## src/common/raster_consts.svh

```systemverilog
`ifndef RASTER_CONSTS_SVH
`define RASTER_CONSTS_SVH

// Coordinate word width, integer and fraction together
`define RASTER_SIGFIG 24

// Fraction bits at the bottom of a coordinate word
`define RASTER_RADIX 10

// Vertices per triangle
`define RASTER_VERTS 3

// One-hot multisample grid codes
// 1x keeps whole pixels, each step down halves the sample pitch
`define RASTER_MSAA_1X 4'b1000
`define RASTER_MSAA_4X 4'b0100
`define RASTER_MSAA_16X 4'b0010
`define RASTER_MSAA_64X 4'b0001

`endif

```

## src/common/raster_pkg.sv

```systemverilog
`include "raster_consts.svh"

package raster_pkg;

    // Fixed-point split of one coordinate word
    // Integer part carries the sign
    typedef struct packed {
        logic signed [`RASTER_SIGFIG-`RASTER_RADIX-1:0] ipart;
        logic        [`RASTER_RADIX-1:0]                fpart;
    } coord_fix_t;

    // One coordinate, seen as a plain signed word or as its fixed-point fields
    // Word view for compares and clipping, field view for grid flooring
    typedef union packed {
        logic signed [`RASTER_SIGFIG-1:0] word;
        coord_fix_t                       fix;
    } coord_u;

    typedef struct packed {
        coord_u x;
        coord_u y;
        coord_u z;
    } vertex_t;

    // Vertex 0 sits in the low bits
    typedef vertex_t [`RASTER_VERTS-1:0] tri_t;

    // Lower-left and upper-right corners
    typedef struct packed {
        coord_u ll_x;
        coord_u ll_y;
        coord_u ur_x;
        coord_u ur_y;
    } box_t;

    // Largest legal sample position on each axis
    typedef struct packed {
        logic signed [`RASTER_SIGFIG-1:0] width;
        logic signed [`RASTER_SIGFIG-1:0] height;
    } screen_t;

    // One-hot grid select, see RASTER_MSAA_* codes
    typedef logic [3:0] msaa_t;

    // Contents of one pipeline slot
    typedef struct packed {
        logic   valid;
        tri_t   verts;
        box_t   box;
    } bbox_slot_t;

endpackage

```

## src/bbox/bbox_minmax.sv

```systemverilog
`timescale 1ns/100ps
`include "raster_consts.svh"

module bbox_minmax (
    input  logic                   clk,
    input  logic                   arst_n,
    input  logic                   advance,
    input  logic                   in_valid,
    input  raster_pkg::tri_t       in_tri,
    output raster_pkg::bbox_slot_t slot
);

    import raster_pkg::*;

    // Min/max box of the incoming triangle, before the register
    box_t box_c;

    // Start from vertex 0 and only replace on a strict win
    // so a tie keeps the lower-indexed vertex
    always_comb begin
        box_c.ll_x = in_tri[0].x;
        box_c.ur_x = in_tri[0].x;
        box_c.ll_y = in_tri[0].y;
        box_c.ur_y = in_tri[0].y;
        for (int v = 1; v < `RASTER_VERTS; v++) begin
            // Signed word view for all compares
            if (in_tri[v].x.word < box_c.ll_x.word) begin
                box_c.ll_x = in_tri[v].x;
            end
            if (in_tri[v].x.word > box_c.ur_x.word) begin
                box_c.ur_x = in_tri[v].x;
            end
            if (in_tri[v].y.word < box_c.ll_y.word) begin
                box_c.ll_y = in_tri[v].y;
            end
            if (in_tri[v].y.word > box_c.ur_y.word) begin
                box_c.ur_y = in_tri[v].y;
            end
        end
    end

    // First pipe register
    // Holds everything while downstream is not ready
    always_ff @(posedge clk or negedge arst_n) begin
        if (!arst_n) begin
            slot <= '0;
        end else if (advance) begin
            // Empty input still moves through, with valid low
            slot.valid <= in_valid;
            slot.verts <= in_tri;
            slot.box   <= box_c;
        end
    end

endmodule

```

## src/bbox/bbox_snap.sv

```systemverilog
`timescale 1ns/100ps
`include "raster_consts.svh"

module bbox_snap (
    input  logic                   clk,
    input  logic                   arst_n,
    input  logic                   advance,
    input  raster_pkg::msaa_t      msaa,
    input  raster_pkg::bbox_slot_t slot_in,
    output raster_pkg::bbox_slot_t slot_out
);

    import raster_pkg::*;

    // Fraction bits that survive the floor
    logic [`RASTER_RADIX-1:0] frac_mask;
    box_t                     box_snap;

    // Keep 0..3 top fraction bits depending on grid pitch
    always_comb begin
        case (msaa)
            `RASTER_MSAA_4X:  frac_mask = {1'b1, {(`RASTER_RADIX-1){1'b0}}};
            `RASTER_MSAA_16X: frac_mask = {2'b11, {(`RASTER_RADIX-2){1'b0}}};
            `RASTER_MSAA_64X: frac_mask = {3'b111, {(`RASTER_RADIX-3){1'b0}}};
            // 1x and any non-one-hot value floor to whole pixels
            default:          frac_mask = '0;
        endcase
    end

    // Clearing low fraction bits floors toward minus infinity,
    // integer part passes untouched
    always_comb begin
        box_snap = slot_in.box;
        box_snap.ll_x.fix.fpart = slot_in.box.ll_x.fix.fpart & frac_mask;
        box_snap.ll_y.fix.fpart = slot_in.box.ll_y.fix.fpart & frac_mask;
        box_snap.ur_x.fix.fpart = slot_in.box.ur_x.fix.fpart & frac_mask;
        box_snap.ur_y.fix.fpart = slot_in.box.ur_y.fix.fpart & frac_mask;
    end

    // Second pipe register
    always_ff @(posedge clk or negedge arst_n) begin
        if (!arst_n) begin
            slot_out <= '0;
        end else if (advance) begin
            slot_out.valid <= slot_in.valid;
            slot_out.verts <= slot_in.verts;
            slot_out.box   <= box_snap;
        end
    end

endmodule

```

## src/bbox/bbox_clip.sv

```systemverilog
`timescale 1ns/100ps

module bbox_clip (
    input  logic                   clk,
    input  logic                   arst_n,
    input  logic                   advance,
    input  raster_pkg::screen_t    screen,
    input  raster_pkg::bbox_slot_t slot_in,
    output raster_pkg::bbox_slot_t slot_out
);

    import raster_pkg::*;

    logic reject;
    box_t box_clip;

    // Box wholly off one of the four sides
    // Checked on the floored box, before any clamping
    always_comb begin
        reject = 1'b0;
        // Left of the screen
        if (slot_in.box.ur_x.word < 0) begin
            reject = 1'b1;
        end
        // Below the screen
        if (slot_in.box.ur_y.word < 0) begin
            reject = 1'b1;
        end
        // Right of the screen
        if (slot_in.box.ll_x.word > screen.width) begin
            reject = 1'b1;
        end
        // Above the screen
        if (slot_in.box.ll_y.word > screen.height) begin
            reject = 1'b1;
        end
    end

    // Clamp corners into the screen rectangle
    // Lower-left only moves up, upper-right only moves down
    always_comb begin
        box_clip = slot_in.box;
        if (slot_in.box.ll_x.word < 0) begin
            box_clip.ll_x.word = '0;
        end
        if (slot_in.box.ll_y.word < 0) begin
            box_clip.ll_y.word = '0;
        end
        if (slot_in.box.ur_x.word > screen.width) begin
            box_clip.ur_x.word = screen.width;
        end
        if (slot_in.box.ur_y.word > screen.height) begin
            box_clip.ur_y.word = screen.height;
        end
    end

    // Output register of the unit
    // A rejected triangle drops out here with valid low
    always_ff @(posedge clk or negedge arst_n) begin
        if (!arst_n) begin
            slot_out <= '0;
        end else if (advance) begin
            slot_out.valid <= slot_in.valid & ~reject;
            slot_out.verts <= slot_in.verts;
            slot_out.box   <= box_clip;
        end
    end

endmodule

```

## src/bbox/bbox_top.sv

```systemverilog
`timescale 1ns/100ps

module bbox_top (
    input  logic                clk,
    input  logic                arst_n,
    input  logic                in_valid,
    output logic                in_ready,
    input  raster_pkg::tri_t    in_tri,
    input  raster_pkg::screen_t screen,
    input  raster_pkg::msaa_t   msaa,
    output logic                out_valid,
    input  logic                out_ready,
    output raster_pkg::tri_t    out_tri,
    output raster_pkg::box_t    out_box
);

    import raster_pkg::*;

    // Whole pipe moves together, or not at all
    logic       advance;
    bbox_slot_t slot_a;
    bbox_slot_t slot_b;
    bbox_slot_t slot_c;

    assign advance  = out_ready;
    // Input is taken on the same edges the pipe shifts
    assign in_ready = out_ready;

    // Min/max corners
    bbox_minmax minmax_i (
        .clk      (clk),
        .arst_n   (arst_n),
        .advance  (advance),
        .in_valid (in_valid),
        .in_tri   (in_tri),
        .slot     (slot_a)
    );

    // Floor to sample grid
    bbox_snap snap_i (
        .clk      (clk),
        .arst_n   (arst_n),
        .advance  (advance),
        .msaa     (msaa),
        .slot_in  (slot_a),
        .slot_out (slot_b)
    );

    // Screen clip and reject
    bbox_clip clip_i (
        .clk      (clk),
        .arst_n   (arst_n),
        .advance  (advance),
        .screen   (screen),
        .slot_in  (slot_b),
        .slot_out (slot_c)
    );

    assign out_valid = slot_c.valid;
    assign out_tri   = slot_c.verts;
    assign out_box   = slot_c.box;

endmodule

```

## config.mk

```make
export PLATFORM = sky130hd
export DESIGN_NAME = bbox_top
export DESIGN_NICKNAME = d
export VERILOG_FILES = /design/src/common/raster_pkg.sv /design/src/bbox/bbox_minmax.sv /design/src/bbox/bbox_snap.sv /design/src/bbox/bbox_clip.sv /design/src/bbox/bbox_top.sv
export VERILOG_INCLUDE_DIRS = /design/src /design/src/common
export SDC_FILE = /design/constraint.sdc
export NUM_CORES = 1
export LEC_CHECK = 0
export ABC_CLOCK_PERIOD_IN_PS = 2800
export BUFFER_PORTS_ARGS = -buffer_cell sky130_fd_sc_hd__buf_2
export CORE_UTILIZATION = 37
export DETAILED_ROUTE_END_ITERATION = 7
export GPL_ROUTABILITY_DRIVEN = 0
export GPL_TIMING_DRIVEN = 0
export PLACE_DENSITY_LB_ADDON = 0.2
export SYNTH_ARGS = -nofsm -noshare
export SYNTH_HDL_FRONTEND = slang
export SYNTH_SLANG_ARGS = --single-unit
```

## constraint.sdc

```tcl
create_clock -name clk -period 2.8 [get_ports clk]
set_input_delay 0.7 -clock clk [delete_from_list [all_inputs] [get_ports clk]]
set_output_delay 0.7 -clock clk [all_outputs]
set_load 0.02 [all_outputs]
```

==> results.json <==
{
  "met2WireLength_um": 57800,
  "stdcell_count": 5320,
  "p_leak_nw": 23.5,
  "crit_chain": "buf_6 -> ha_4 -> nand4_1 -> buf_4 -> nor4_4 -> a21boi_4 -> o31ai_4 -> a31oi_4 -> buf_12 -> buf_12 -> mux2i_4 -> ha_4 -> nand2_4 -> nor3_4 -> nand3_2 -> a221oi_2 -> o32a_1 -> buf_6 -> a2111oi_4 -> buf_4 -> nor2_4 -> buf_8 -> nand2_1 -> a22o_1",
  "crit_path_start": "in_tri[109]",
  "hold_ws_ns": 0.217,
  "power.total_mw": 39.4,
  "r2r_slack_ns": 0.16,
  "grt_usage_pct": 23.0,
  "period_needed_ns": 4.33,
  "die_y_um": 328,
  "wl_met1_um": 54600,
  "vdd_drop_max_uv": 511,
  "grt_pass1_vias": 27900,
  "synth_cells": 3025,
  "vias": 27200,
  "cts-root-buf": "clkbuf_16",
  "synth.distinct_cells": 67,
  "worst_setup_path_end_kind": "register",
  "tightest_slew_ns": 1.19,
  "start_util_pct": 37.3,
  "min_period_over_period_pct": 155,
  "antenna_left": 0,
  "num-nets-final": 4314,
  "crit_type": "in -> reg",
  "synthTopCellsByCount": "dfrtp_1, mux2_2, ha_1",
  "reg2reg_depth": 9,
  "area_growth_pct": 30.8,
  "violations": "negative setup slack",
  "hold_class": "in -> reg",
  "grt_pass1_wl_um": 183000,
  "relSlewSlack_pct": 20.8,
  "portBuffers": 568,
  "slowest_stage": "mux2i_4",
  "setup_viol": 68,
  "yosysMostFrequentCell": "dfrtp_1",
  "pwr-share-comb_pct": 24.8,
  "startpoint_type": "primary input",
  "top_layer": "met5",
  "finalHoldViolCount": 0,
  "fp-row-count": 119,
  "syn_avg_cell_area_um2": 13.0,
  "hold_depth": 2,
  "clk_latency_ns": 0.72,
  "fin_setup_tns_ns": -95.31,
  "cp.required_ns": 3.38,
  "synth_area_um2": 39300,
  "yosys_warnings": 0,
  "skew_ns": 0.0381,
  "utilization_pct": 48.8,
  "sequentialPowerShare_pct": 40.9,
  "viasPerCell": 5.12,
  "reg2reg_to": "clip_i.slot_out[312]",
  "min_to": "minmax_i.slot[170]",
  "yosys.area.top_type": "dfrtp_1",
  "core-area_um2": 105000,
  "drive_gt1_share_pct": 48.0,
  "synth-seq-cells": 867,
  "synth_area_leaders": "dfrtp_1, mux2_2, ha_1",
  "place_area_um2": 44700,
  "tritoncts": "built",
  "min_from": "in_tri[74]",
  "setup_ws_ns": -1.53,
  "firstDrtPassIters": 5,
  "synth_edf_count": 0,
  "rsz0062_at_grt": "true",
  "max_freq_mhz": 231,
  "fin_area_um2": 51300,
  "power.density_nw_per_um2": 768,
  "drt_iter0_markers": 1309,
  "drt-wirelength-per-cell_um": 23.4,
  "wl_met3_um": 8100,
  "ys_async_sr_fraction_pct": 100,
  "path_clk_slew_ns": 0.06,
  "dieArea_um2": 107000,
  "drv_cap": 0,
  "pin_count": 586,
  "worst-path-max-fanout": 7,
  "drc_errors": 0,
  "switchingPower_mw": 12.2,
  "slew_viol_final": 0,
  "clock_sink_count": 867,
  "clockPowerShare_pct": 34.3,
  "numCtsBuffers": 97,
  "synth_flop_cell": "dfrtp_1",
  "overflow": 0,
  "reg2reg_from": "snap_i.slot_out[65]",
  "critPathMaxStageDelay_ns": 0.33,
  "internal-power_mw": 27.2,
  "dp.cells": 5007,
  "htree_num_levels": 3,
  "dieWidth_um": 328,
  "synth_sequential_area_ratio_pct": 55.3,
  "netSwitchingFraction_pct": 31.0,
  "yosysTopAreaCellShare_pct": 55.3,
  "clock_path_buffers": 3,
  "worstPathArrival_ns": 4.91,
  "routed_wl_um": 125000,
  "post-place-ws_ns": -3.13,
  "status": "complete, but fails checks",
  "antenna_found_initial": 27,
  "grt_max_degree": 115,
  "place_hpwl_um": 93100
}
## final cells by class
type	instances	area, µm²
Fill cell	9478	53900
Sequential cell	867	21700
Multi-Input combinational cell	1835	18200
Timing Repair Buffer	694	4630
Clock buffer	139	2830
Tap cell	1391	1740
Buffer	153	893
Inverter	184	741
Clock inverter	43	581
Antenna cell	14	35.0
## critical path, delay by kind of cell
family	cells	cell delay (ns)
AND/OR/NAND/NOR	7	1.08
AO/OA/AOI/OAI	7	1.23
buffers and inverters	7	1.09
multiplexers	1	0.33
adder cells (fa/ha/maj)	2	0.47
## repair_timing
action	4_1_cts	5_1_grt
resized for setup	311	189
gates cloned	8	1
setup buffers	78	30
endpoints found under the hold margin	63	0
hold buffers	2	0
pin swaps	68	63
endpoints found under the setup margin	618	214
## how the worst max path moves through the flow
stage	end	slack [ns]	cells past startpoint
after floorplan	minmax_i.slot[71]	-1.77	18
after global placement	minmax_i.slot[173]	-18.39	1
after detailed placement	minmax_i.slot[56]	-3.13	20
after CTS	minmax_i.slot[68]	-1.59	23
after global routing	minmax_i.slot[57]	-1.68	23
final	minmax_i.slot[71]	-1.53	24
## power by group through the flow
stage               combinational (mW)  clock (mW)  sequential (mW)
floorplan                         4.46           0             17.0
global placement                  8.46           0             16.3
detailed placement                8.61           0             16.3
CTS                               9.44        13.9             16.1
global route                      10.6        14.3             16.4
finish                            9.79        13.5             16.1
## layout by cell type, fill, tap and decap left out, drive strengths merged, types with 32 or more instances in the layout
cell type,n
inv,189
a21o,39
mux2,694
buf,730
nand3,36
clkbuf,255
nor2,84
nand2,134
ha,210
dfrtp,867
o21ai,126
nand4,32
mux2i,137
a21oi,90
## kinds of logic after synthesis
logic type / synth area share, %
compound gates: 5.91
xor+xnor: 0.0446
fa+ha+maj: 6.69
buf+inv: 3.52
flops: 55.3
mux: 23.4
other cells: 0.00955
simple gates: 5.17
## routing by layer
layer	vias to the layer above	track usage, %
met4	22	7.56
li1	12400	-
met2	770	36.5
met5	-	0
met1	13800	30.8
met3	214	5.49
## registers in the layout, indices dropped and copies added (netlist names)
register and cells:
clip_i.slot_out 297, minmax_i.slot 285, snap_i.slot_out 285
No activity file was read; power rests on OpenSTA's default activity.
